**src/source/drive_pkg.sv**
```systemverilog
/* shared widths and default timing for the six-motor feedback path
   defaults assume a 50 MHz fpga_clk_50 */
`default_nettype none

package drive_pkg;

	// ==================
	// motor set
	// ==================
	localparam int unsigned motor_count = 6;	// six wheels, index 0 to 5

	// right side motors are mounted mirrored
	// so a forward roll counts down on them
	localparam logic [motor_count-1:0] mirror_mask = 6'b111000;

	// ==================
	// data types
	// ==================
	typedef logic signed [31:0] count_t;	// encoder position, four edges per line
	typedef logic signed [15:0] speed_t;	// counts per sample window, saturated
	typedef logic [7:0] duty_t;	// high cycles per pwm period

	// pwm period follows the duty width
	localparam int unsigned pwm_period = 2 ** $bits(duty_t);	// 256 cycles

	// ==================
	// timing defaults
	// ==================
	// encoder glitch filter
	typedef logic [15:0] filter_count_t;
	localparam int unsigned default_filter_cycles = 50;	// 1 us at 50 MHz

	// speed sample window
	localparam int unsigned default_tick_cycles = 250000;	// 5 ms at 50 MHz

	// status led
	typedef logic [25:0] heartbeat_count_t;
	localparam int unsigned default_heartbeat_cycles = 25000000;	// 0.5 s per toggle

endpackage

`default_nettype wire
```
**src/source/drive_top.sv**
```systemverilog
/* motor feedback for the six-wheel drive: encoder filter, count and speed
   plus pwm outputs; duty comes from outside, no speed loop is closed here */
`timescale 1ns/1ps
`default_nettype none

module drive_top
#(
	parameter int unsigned filter_cycles    = drive_pkg::default_filter_cycles,
	parameter int unsigned tick_cycles      = drive_pkg::default_tick_cycles,
	parameter int unsigned heartbeat_cycles = drive_pkg::default_heartbeat_cycles
)
(
	input  logic                              fpga_clk_50,
	input  logic                              hps_fpga_reset_n,
	input  logic [drive_pkg::motor_count-1:0] enc_a,	// encoder A per motor
	input  logic [drive_pkg::motor_count-1:0] enc_b,	// encoder B per motor
	input  drive_pkg::duty_t                  duty  [drive_pkg::motor_count],
	output logic [drive_pkg::motor_count-1:0] pwm,
	output drive_pkg::speed_t                 speed [drive_pkg::motor_count],
	output logic                              speed_valid,	// new speeds this cycle
	output logic                              led	// status blink
);
	import drive_pkg::*;

	logic [motor_count-1:0] clean_a;	// filtered encoder lines
	logic [motor_count-1:0] clean_b;
	count_t                 position [motor_count];	// per motor count

	// ==================
	// encoder path
	// ==================
	for (genvar m = 0; m < motor_count; m++)
	begin : g_motor
		edge_filter
		#(
			.filter_cycles    (filter_cycles)
		)
		u_filter_a
		(
			.fpga_clk_50      (fpga_clk_50),
			.hps_fpga_reset_n (hps_fpga_reset_n),
			.noisy            (enc_a[m]),
			.clean            (clean_a[m])
		);

		edge_filter
		#(
			.filter_cycles    (filter_cycles)
		)
		u_filter_b
		(
			.fpga_clk_50      (fpga_clk_50),
			.hps_fpga_reset_n (hps_fpga_reset_n),
			.noisy            (enc_b[m]),
			.clean            (clean_b[m])
		);

		quad_counter u_counter
		(
			.fpga_clk_50      (fpga_clk_50),
			.hps_fpga_reset_n (hps_fpga_reset_n),
			.phase_a          (clean_a[m]),
			.phase_b          (clean_b[m]),
			.position         (position[m])
		);
	end

	// ==================
	// speed, pwm, led
	// ==================
	speed_sampler
	#(
		.tick_cycles      (tick_cycles)
	)
	u_sampler
	(
		.fpga_clk_50      (fpga_clk_50),
		.hps_fpga_reset_n (hps_fpga_reset_n),
		.position         (position),
		.speed            (speed),
		.speed_valid      (speed_valid)
	);

	pwm_bank u_pwm
	(
		.fpga_clk_50      (fpga_clk_50),
		.hps_fpga_reset_n (hps_fpga_reset_n),
		.duty             (duty),
		.pwm              (pwm)
	);

	heartbeat_led
	#(
		.heartbeat_cycles (heartbeat_cycles)
	)
	u_heartbeat
	(
		.fpga_clk_50      (fpga_clk_50),
		.hps_fpga_reset_n (hps_fpga_reset_n),
		.led              (led)
	);

endmodule

`default_nettype wire

```
**src/source/heartbeat_led.sv**
```systemverilog
/* led toggles every heartbeat_cycles, which must fit in heartbeat_count_t */
`timescale 1ns/1ps
`default_nettype none

module heartbeat_led
#(
	parameter int unsigned heartbeat_cycles = drive_pkg::default_heartbeat_cycles
)
(
	input  logic fpga_clk_50,
	input  logic hps_fpga_reset_n,
	output logic led	// low out of reset
);
	import drive_pkg::*;

	localparam heartbeat_count_t beat_last = heartbeat_count_t'(heartbeat_cycles - 1);

	heartbeat_count_t beat_cnt;

	always_ff @(posedge fpga_clk_50 or negedge hps_fpga_reset_n)
	begin
		if (!hps_fpga_reset_n)
		begin
			beat_cnt <= '0;
			led      <= 1'b0;
		end
		else if (beat_cnt == beat_last)
		begin
			beat_cnt <= '0;
			led      <= ~led;	// half period done
		end
		else
			beat_cnt <= beat_cnt + 1'b1;
	end

endmodule

`default_nettype wire

```
**src/source/pwm_bank.sv**
```systemverilog
/* six channels on one 256-cycle period, duty is sampled at the period wrap
   duty 0 is always low and 255 leaves one low cycle per period */
`timescale 1ns/1ps
`default_nettype none

module pwm_bank
(
	input  logic                              fpga_clk_50,
	input  logic                              hps_fpga_reset_n,
	input  drive_pkg::duty_t                  duty [drive_pkg::motor_count],
	output logic [drive_pkg::motor_count-1:0] pwm	// to the motor drivers
);
	import drive_pkg::*;

	localparam duty_t period_last = duty_t'(pwm_period - 1);

	duty_t period_cnt;	// shared by all channels
	duty_t duty_q [motor_count];	// duty in force this period
	logic  period_wrap;

	assign period_wrap = (period_cnt == period_last);

	// ==================
	// period counter
	// ==================
	always_ff @(posedge fpga_clk_50 or negedge hps_fpga_reset_n)
	begin
		if (!hps_fpga_reset_n)
			period_cnt <= '0;
		else if (period_wrap)
			period_cnt <= '0;
		else
			period_cnt <= period_cnt + 1'b1;
	end

	// ==================
	// compare per channel
	// ==================
	// outputs registered so the pins see no compare glitches
	always_ff @(posedge fpga_clk_50 or negedge hps_fpga_reset_n)
	begin
		if (!hps_fpga_reset_n)
		begin
			for (int m = 0; m < motor_count; m++)
				duty_q[m] <= '0;
			pwm <= '0;
		end
		else
		begin
			for (int m = 0; m < motor_count; m++)
			begin
				if (period_wrap)
					duty_q[m] <= duty[m];	// never split a period
				pwm[m] <= (period_cnt < duty_q[m]);
			end
		end
	end

endmodule

`default_nettype wire

```
**src/source/speed_sampler.sv**
```systemverilog
/* speed is the position change over one tick window, clipped to speed_t
   right side signs flipped by mirror_mask, tick_cycles must be 2 or more */
`timescale 1ns/1ps
`default_nettype none

module speed_sampler
#(
	parameter int unsigned tick_cycles = drive_pkg::default_tick_cycles
)
(
	input  logic              fpga_clk_50,
	input  logic              hps_fpga_reset_n,
	input  drive_pkg::count_t position [drive_pkg::motor_count],	// live counts
	output drive_pkg::speed_t speed    [drive_pkg::motor_count],	// last window
	output logic              speed_valid	// one cycle, new speeds
);
	import drive_pkg::*;

	localparam int unsigned tick_w = $clog2(tick_cycles);
	localparam logic [tick_w-1:0] tick_last = tick_w'(tick_cycles - 1);

	// clip limits, widened to the difference width
	localparam logic signed [33:0] speed_max = 34'sd32767;
	localparam logic signed [33:0] speed_min = -34'sd32768;

	logic [tick_w-1:0] tick_cnt;	// window counter shared by all motors
	logic              tick;
	count_t            prev_pos [motor_count];	// position at the last tick
	logic signed [33:0] delta   [motor_count];	// signed change, mirror applied

	// saturate a wide difference into speed_t
	function automatic speed_t sat_speed(input logic signed [33:0] value);
		speed_t result;
		if (value > speed_max)
			result = 16'sh7fff;
		else if (value < speed_min)
			result = 16'sh8000;
		else
			result = speed_t'(value);	// in range, plain truncate
		return result;
	endfunction

	// ==================
	// window tick
	// ==================
	assign tick = (tick_cnt == tick_last);

	always_ff @(posedge fpga_clk_50 or negedge hps_fpga_reset_n)
	begin
		if (!hps_fpga_reset_n)
			tick_cnt <= '0;
		else if (tick)
			tick_cnt <= '0;
		else
			tick_cnt <= tick_cnt + 1'b1;
	end

	// ==================
	// difference
	// ==================
	// 33 bits hold any 32-bit difference, one more for the negate
	always_comb
	begin
		for (int m = 0; m < motor_count; m++)
		begin
			delta[m] = $signed({{2{position[m][31]}}, position[m]})
				- $signed({{2{prev_pos[m][31]}}, prev_pos[m]});
			if (mirror_mask[m])
				delta[m] = -delta[m];	// mirrored mount
		end
	end

	always_ff @(posedge fpga_clk_50 or negedge hps_fpga_reset_n)
	begin
		if (!hps_fpga_reset_n)
		begin
			for (int m = 0; m < motor_count; m++)
			begin
				prev_pos[m] <= '0;
				speed[m]    <= '0;
			end
			speed_valid <= 1'b0;
		end
		else
		begin
			speed_valid <= tick;	// high with the new speeds
			if (tick)
			begin
				for (int m = 0; m < motor_count; m++)
				begin
					prev_pos[m] <= position[m];
					speed[m]    <= sat_speed(delta[m]);
				end
			end
		end
	end

endmodule

`default_nettype wire

```
**src/source/quad_counter.sv**
```systemverilog
/* four-edge quadrature decode of filtered lines, A leading B counts up
   a step that moves both lines at once is dropped, the count wraps silently */
`timescale 1ns/1ps
`default_nettype none

module quad_counter
(
	input  logic              fpga_clk_50,
	input  logic              hps_fpga_reset_n,
	input  logic              phase_a,	// clean A line
	input  logic              phase_b,	// clean B line
	output drive_pkg::count_t position	// signed running count
);

	typedef enum logic [1:0]
	{
		step_none,
		step_fwd,
		step_rev
	} step_t;

	logic  prev_a;	// pair seen last cycle
	logic  prev_b;
	step_t step;

	// ==================
	// step decode
	// ==================
	// pair written as {a, b}
	// forward walks 00 -> 10 -> 11 -> 01 -> 00
	always_comb
	begin
		case ({prev_a, prev_b, phase_a, phase_b})
			4'b00_10,
			4'b10_11,
			4'b11_01,
			4'b01_00:
				step = step_fwd;
			4'b00_01,
			4'b01_11,
			4'b11_10,
			4'b10_00:
				step = step_rev;
			default:
				step = step_none;	// no change, or an illegal double step
		endcase
	end

	// ==================
	// count
	// ==================
	always_ff @(posedge fpga_clk_50 or negedge hps_fpga_reset_n)
	begin
		if (!hps_fpga_reset_n)
		begin
			prev_a   <= 1'b0;	// filters also leave reset low
			prev_b   <= 1'b0;
			position <= '0;
		end
		else
		begin
			prev_a <= phase_a;
			prev_b <= phase_b;
			case (step)
				step_fwd:
					position <= position + 32'sd1;
				step_rev:
					position <= position - 32'sd1;
				default:
					position <= position;	// hold
			endcase
		end
	end

endmodule

`default_nettype wire

```
**src/source/edge_filter.sv**
```systemverilog
/* one encoder line in, async to fpga_clk_50; filter_cycles must be 1 or more
   and fit in filter_count_t, pulses shorter than that never reach clean */
`timescale 1ns/1ps
`default_nettype none

module edge_filter
#(
	parameter int unsigned filter_cycles = drive_pkg::default_filter_cycles
)
(
	input  logic fpga_clk_50,
	input  logic hps_fpga_reset_n,
	input  logic noisy,	// raw encoder line from the connector
	output logic clean	// filtered level
);
	import drive_pkg::*;

	// last count value before a new level is accepted
	localparam filter_count_t hold_last = filter_count_t'(filter_cycles - 1);

	logic sync_1;	// first stage, may go metastable
	logic sync_2;	// safe to use from here on
	filter_count_t hold_cnt;	// cycles the new level has held so far

	// ==================
	// synchronizer
	// ==================
	always_ff @(posedge fpga_clk_50 or negedge hps_fpga_reset_n)
	begin
		if (!hps_fpga_reset_n)
		begin
			sync_1 <= 1'b0;
			sync_2 <= 1'b0;
		end
		else
		begin
			sync_1 <= noisy;
			sync_2 <= sync_1;
		end
	end

	// ==================
	// stability counter
	// ==================
	always_ff @(posedge fpga_clk_50 or negedge hps_fpga_reset_n)
	begin
		if (!hps_fpga_reset_n)
		begin
			hold_cnt <= '0;
			clean    <= 1'b0;
		end
		else if (sync_2 == clean)
			hold_cnt <= '0;	// same as output, nothing pending
		else if (hold_cnt == hold_last)
		begin
			clean    <= sync_2;	// held long enough, accept
			hold_cnt <= '0;
		end
		else
			hold_cnt <= hold_cnt + 1'b1;
	end

endmodule

`default_nettype wire

```
**config.mk**
```make
export PLATFORM = sky130hd
export DESIGN_NAME = drive_top
export DESIGN_NICKNAME = d
export VERILOG_FILES = /design/src/source/drive_pkg.sv /design/src/source/drive_top.sv /design/src/source/heartbeat_led.sv /design/src/source/pwm_bank.sv /design/src/source/speed_sampler.sv /design/src/source/quad_counter.sv /design/src/source/edge_filter.sv
export SDC_FILE = /design/constraint.sdc
export NUM_CORES = 2
export LEC_CHECK = 0
export BUFFER_PORTS_ARGS = -buffer_cell sky130_fd_sc_hd__buf_2
export CORE_ASPECT_RATIO = 1.5
export CORE_MARGIN = 8
export CORE_UTILIZATION = 30
export DETAILED_ROUTE_END_ITERATION = 6
export PLACE_DENSITY = 0.53
export SLEW_MARGIN = 40
export SYNTH_ARGS = -nofsm -noshare
export SYNTH_HDL_FRONTEND = slang
export SYNTH_SLANG_ARGS = --single-unit
```
**constraint.sdc**
```tcl
create_clock -name fpga_clk_50 -period 4.4 [get_ports fpga_clk_50]
set_input_delay 0.88 -clock fpga_clk_50 [delete_from_list [all_inputs] [get_ports fpga_clk_50]]
set_output_delay 0.88 -clock fpga_clk_50 [all_outputs]
set_load 0.02 [all_outputs]
```
======== After elaboration in Yosys (flattened, before gate mapping) ========
Memory sizes are Yosys's and may differ from the RTL's.
Cells that the tools add are included.
storage, ports and cells
  register bits after elaboration ......... 828
  ROM bits ................................ 192
  input port bits ......................... 62
  output and inout bits ................... 104
  word-level logic and storage cells ...... 265
  memories ................................ 6
memory list
  name             depth  bits a word  rd ports  clocked after Yosys merged registers in  wr ports  RTL line            text
  (no name shown)  16     2            1         0                                        0         quad_counter.sv:33  case ({prev_a, prev_b, phase_a, phase_b})
  (no name shown)  16     2            1         0                                        0         quad_counter.sv:33
  (no name shown)  16     2            1         0                                        0         quad_counter.sv:33
  (no name shown)  16     2            1         0                                        0         quad_counter.sv:33
  (no name shown)  16     2            1         0                                        0         quad_counter.sv:33
  (no name shown)  16     2            1         0                                        0         quad_counter.sv:33
operators by class
  add/sub/neg operators ................... 36
  order comparisons ....................... 18
  eq/ne operators ......................... 39
  mux-type cells .......................... 45
  bitwise gates (word level) .............. 13
  reductions and logical operators ........ 18
operators by type and width
  operator                                                       number
  two-way mux 16 bit                                             36
  case mux 32 bit (2 select lines)                               6
  > comparator 34 x 16 -> 1 bit (second input constant)          6
  less-than comparator 34 x 16 -> 1 bit (second input constant)  6
  subtractor 32 x 32 -> 33 bit                                   6
  adder 16 x 1 -> 16 bit (second input constant)                 12
  adder 32 x 2 -> 32 bit (second input constant)                 6
  == test 16 x 6 -> 1 bit (second input constant)                12
  subtractor 32 x 2 -> 32 bit (second input constant)            6
  negation 34 bit                                                3
  less-than comparator 8 bit                                     6
  adder 26 x 1 -> 26 bit (second input constant)                 1
  == test 26 x 25 -> 1 bit (second input constant)               1
  two-way mux 26 bit                                             1
  AND reduction 2 bit                                            12
  adder 18 x 1 -> 18 bit (second input constant)                 1
  == test 18 bit (second input constant)                         1
  two-way mux 18 bit                                             1
  inverter 1 bit                                                 13
  == test 1 bit                                                  12
  == test 2 x 1 -> 1 bit (second input constant)                 6
  == test 2 bit (second input constant)                          6
  nonzero test 2 bit                                             6
  adder 8 x 1 -> 8 bit (second input constant)                   1
  2 further kinds                                                2

======== Logic depth before layout (Yosys ltp) ========
  word-level depth ........................ 5
  depth in mapped cells ................... 20
  mapped depth without buffers ............ 19

======== Modules after synthesis ========
From an unflattened synthesis, not the netlist that was laid out.
second synthesis, totals
  cell total of the unflattened synthesis .. 7371
  area, all modules ....................... 61931.9 um2
by module, submodules not included
  module         instances  cells each  area an instance (um2)  sequential area each (um2)
  speed_sampler  1          3009        23648.9                 7682.4
  quad_counter   6          481         3694.8                  850.8
  edge_filter    12         88          952.2                   475.5
  pwm_bank       1          293         3359.5                  1551.5
  heartbeat_led  1          127         1328.8                  675.6

======== Worst setup path before layout ========
Ideal clock, no wire load.
  kind .................................... register to register
  from .................................... register g_motor[4].u_counter.position[0]
  to ...................................... register u_sampler.speed[20] (netlist bit)
  setup time .............................. 0.121 ns
  arrival ................................. 4.803 ns
  required time ........................... 4.279 ns
  slack ................................... -0.524 ns
  stages on the path, launching flop included .. 18
  path buffers ............................ 1
  period minus slack after synthesis ...... 4.924 ns
  path through ............................ dfrtp_1 -> inv_1 -> ha_1 -> fa_1 -> nor2b_1 -> o31ai_1 -> a211oi_1 -> a211oi_1 -> or3b_4 -> nor4b_4 -> nand4_1 -> or3_4 -> or3_4 -> or3_4 -> o31a_2 -> o41ai_4 -> buf_6 -> a21oi_2
on the way
  cells in the longest elaborated chain, start to end .. 5
  elaborated cells on any way between the ends .. 6
  those cells by class .................... 2 x add/sub; 2 x order compare; 2 x mux
ends and longest elaborated chain
  item                                   RTL line             text
  start: declaration                     quad_counter.sv:12   output drive_pkg::count_t position
  start signal: assignment               quad_counter.sv:66   position <= position + 32'sd1;
  start signal: assignment               quad_counter.sv:68   position <= position - 32'sd1;
  start signal: assignment               quad_counter.sv:70   position <= position;
  subtractor 32 x 32 -> 33 bit (*)       speed_sampler.sv:67  - $signed({{2{prev_pos[m][31]}}, prev_pos[m]});
  negation 34 bit (*)                    speed_sampler.sv:69  delta[m] = -delta[m];
  less-than comparator 34 x 16 -> 1 bit  speed_sampler.sv:36  else if (value < speed_min)
  two-way mux 16 bit                     speed_sampler.sv:36
  two-way mux 16 bit (*)                 speed_sampler.sv:34  if (value > speed_max)
  end signal: indexed assignment         speed_sampler.sv:92  speed[m] <= sat_speed(delta[m]);
  end: declaration                       speed_sampler.sv:14  output drive_pkg::speed_t speed [drive_pkg::motor_count],
Mark *: on every way between the ends. The rest lies on a longest branch, timed or not.
A chain may end at the register's enable or synchronous reset.

======== Worst setup path in the final report ========
  from .................................... register g_motor[3].u_counter.position[1]
  to ...................................... register u_sampler.speed[32] (netlist bit)
on the way
  cells in the longest elaborated chain, start to end .. 5
  elaborated cells on any way between the ends .. 6
  those cells by class .................... 2 x add/sub; 2 x order compare; 2 x mux
ends and longest elaborated chain
  item                                   RTL line
  start: declaration                     quad_counter.sv:12
  start signal: assignment               quad_counter.sv:66
  start signal: assignment               quad_counter.sv:68
  start signal: assignment               quad_counter.sv:70
  subtractor 32 x 32 -> 33 bit (*)       speed_sampler.sv:67
  negation 34 bit (*)                    speed_sampler.sv:69
  less-than comparator 34 x 16 -> 1 bit  speed_sampler.sv:36
  two-way mux 16 bit                     speed_sampler.sv:36
  two-way mux 16 bit (*)                 speed_sampler.sv:34
Marked as above.

==> qor.txt <==
Final setup fails - 61
DRC - 0
Failing checks - negative setup slack
Area of the core - 184,000 µm²
Yosys top cell area share - 0.372
Slack of the critical path - -0.341 ns
CTS buffer count - 95
Fmax - 0.211 GHz
Worst-Margin Slew - 0.824 ns
Netlist cell types - 109
Comb power frac - 0.018
Layout area overhead - 24.5%
Worst setup path class - reg2reg
Post-Syn Instances - 6,477
First-pass GRT wire length - 244 mm
Total gr overflow - 0
Die W - 368 µm
Share of layout cells above drive strength 1 - 0.191
Seq cells post-synth - 828
Dominant cells by area after synthesis - dfrtp_1 (37%), ha_1 (10%), o21ai_0 (5.8%), nand2_1 (5.4%), xor2_1 (4.6%)
Vias/cell - 4.95
Worst hold path type - in2reg
Slew headroom - 0.445
Root Buffer - clkbuf_16
Maximum VDD drop - 314 µV
Detailed Routing Iterations Pass 1 - 5
Max_cap viols - 0
Via count - 48,400
Nets@finish - 7,778
Final instance area - 69,300 µm²
HPWL Detailed - 109 mm
# clock sinks - 828
H-tree Lvls - 3
Die Y - 544 µm
Final WL - 145 mm
CP required - 4.98 ns
Multi-input logic area - 34,100 µm²
Rows - 193
FFs w/ async S/R, synth - 1.00
Net Count, Synth - 7,001
Clk_lat worst skew - 0.73 ns
DRT antenna net count - 0
Hold Fails Final Rpt - 0
Fill cells - 18,800
Commonest cells after routing, fill and taps aside - dfrtp_1 (827), nand2_1 (795), buf_4 (663), o21ai_0 (613), nor2_1 (531)
Area after DPL - 64,100 µm²
IO Port Bufs - 165
Top FF cell, synth - dfrtp_1
Final Cycle Share - 1.08
Switching share of power - 0.223
Pint - 0.0130 W
Netlist Area Pre-Place - 55,700 µm²
Register area - 20,700 µm²
Commonest non-fill, non-tap cell in the layout - dfrtp_1
Leakage - 33.5 nW
Worst reg2reg path depth - 15
Pins Over Slew Limit - 0
DR WL/cell - 14.9 µm
CP max FO - 5
RSZ-0062 raised after global routing - true
DIE AREA - 200,000 µm²
Largest net degree at the start of global routing - 105
Power per cell area - 242 nW/µm²
Hold path depth - 1
Num ports - 166
Register area share after synthesis - 0.372
Initial antenna violation count - 7
Biggest area consumer among synthesized cells - dfrtp_1
Clock Skews - 0.0417 ns
GP Congestion - 0.832
Critical Path Sink Type - register
Average size of a mapped cell - 8.60 µm²
Initial Util - 0.302
CTS Buffer Depth - 3
Synthesis Warnings - 0
EDFF count, synth - 0
Seq pwr share - 0.458
Clock group share of total power - 0.524
Status - finished with violations
Worst setup SP type - register
TritonCTS clock tree - done
Vias in the first global route - 49,400
Placement Setup Slack - -0.503 ns
GRT Overall Usage - 0.142
Iteration-0 DRC Markers - 2,108
Psw - 0.00374 W
Crit path arrival time - 5.32 ns
Tmin final - 4.74 ns
Worst-path clk slew - 0.06 ns
-- cell type report --
| cell class | instances | area share |
|---|---|---|
| multi-input cells | 5054 | 0.492 |
| diodes | 2 | 0.0000722 |
| clock buffers | 132 | 0.0401 |
| repair buffers | 866 | 0.0928 |
| clock inverters | 44 | 0.0102 |
| flip-flops and latches | 828 | 0.299 |
| inverters | 409 | 0.0221 |
| well taps | 2437 | 0.0440 |
-- synth_stat cells (all sizes together), types with 76 or more instances --
library cell and number:
dfrtp 828, nand2 805, o21ai 649, nor2 539, ha 450, a21oi 428
inv 409, xor2 295, xnor2 271, nand3 212, clkbuf 162, a21o 150
and3 112, nor3 106, nand2b 76
-- state kept, by name, summed over array words and instances (netlist names), 8 cells and up --
| name | count |
|---|---|
| u_sampler.prev_pos | 192 |
| u_sampler.speed | 96 |
| g_motor.u_counter.position | 192 |
| u_sampler.tick_cnt | 18 |
| u_heartbeat.beat_cnt | 26 |
| g_motor.u_filter_b.hold_cnt | 96 |
| g_motor.u_filter_a.hold_cnt | 96 |
| u_pwm.period_cnt | 8 |
| u_pwm.duty_q | 48 |
-- worst max-delay path, stage by stage, from the launching register on --
cell and delay [ns]:
dfrtp_1 0.40, ha_1 0.29, nor2b_2 0.17, o31ai_4 0.26
a211oi_4 0.13, a211o_1 0.31, a211o_1 0.32, a2111o_1 0.44
or4_4 0.54, or3_4 0.39, or3_4 0.35, o31ai_4 0.20
nor4b_4 0.31, a31oi_4 0.19, nor2_4 0.21, a21oi_1 0.09
-- logic make-up after synthesis --
family                   after synthesis  share of synthesized area
multiplexers                          41                    0.00800
adder cells (fa/ha/maj)              462                      0.105
XOR/XNOR                             566                     0.0890
AND/OR/NAND/NOR                     2265                      0.193
buffers and inverters                595                     0.0412
flip-flops                           828                      0.372
AO/OA/AOI/OAI                       1720                      0.191
-- power by group through the flow --
stage,Sequential (W),Combinational (W),Clock [W]
2_1_floorplan,0.00782,0.0000790,0
3_3_place_gp,0.00783,0.000316,0
3_5_place_dp,0.00783,0.000323,0
4_1_cts,0.00769,0.000326,0.00917
5_1_grt,0.00770,0.000362,0.00940
6_report,0.00769,0.000304,0.00879
-- metal layers --
layer / up-vias / GRT usage / wire [µm]
li1: 24300 / - / -
met3: 239 / 0.0175 / 4640
met5: - / 0 / 25
met2: 645 / 0.264 / 74000
met4: 4 / 0.0456 / 3890
met1: 23200 / 0.169 / 62900
-- metrics by stage --
stage / utilization / setup TNS [ns] / hold WS (ns) / power (W) / instances
CTS: 0.371 / -14.41 / 0.192 / 0.0172 / 9750
finish: 0.376 / -12.90 / 0.291 / 0.0168 / 9772
global placement: 0.347 / -17.67 / 0.334 / 0.00815 / 9519
global route: 0.376 / -27.01 / 0.233 / 0.0175 / 9771
detailed placement: 0.347 / -23.92 / 0.336 / 0.00816 / 9521
floorplan: - / -10.87 / 0.331 / 0.00790 / 6477
-- what timing repair did --
action,in CTS,in global routing
hold buffers,1,0
gates cloned,5,1
resized for setup,85,198
endpoints found under the hold margin,8,0
setup endpoints to repair,101,116
setup buffers,47,26
pin swaps,39,80
-- path summary, 6_finish.rpt --
path,from,end,slack [ns]
max,g_motor[3].u_counter.position[1]$_DFFE_PN0P_,u_sampler.speed[32]$_DFFE_PN0P_,-0.34
min,enc_a[2],g_motor[2].u_filter_a.sync_1$_DFF_PN0_,0.29
max reg2reg,g_motor[3].u_counter.position[1]$_DFFE_PN0P_,u_sampler.speed[32]$_DFFE_PN0P_,-0.34
min reg2reg,g_motor[1].u_filter_b.sync_1$_DFF_PN0_,g_motor[1].u_filter_b.sync_2$_DFF_PN0_,0.33
max in group asynchronous,hps_fpga_reset_n,g_motor[1].u_filter_b.sync_1$_DFF_PN0_,2.52
min in group asynchronous,hps_fpga_reset_n,g_motor[4].u_filter_b.sync_1$_DFF_PN0_,0.71
No activity file was read; power rests on OpenSTA's default activity.
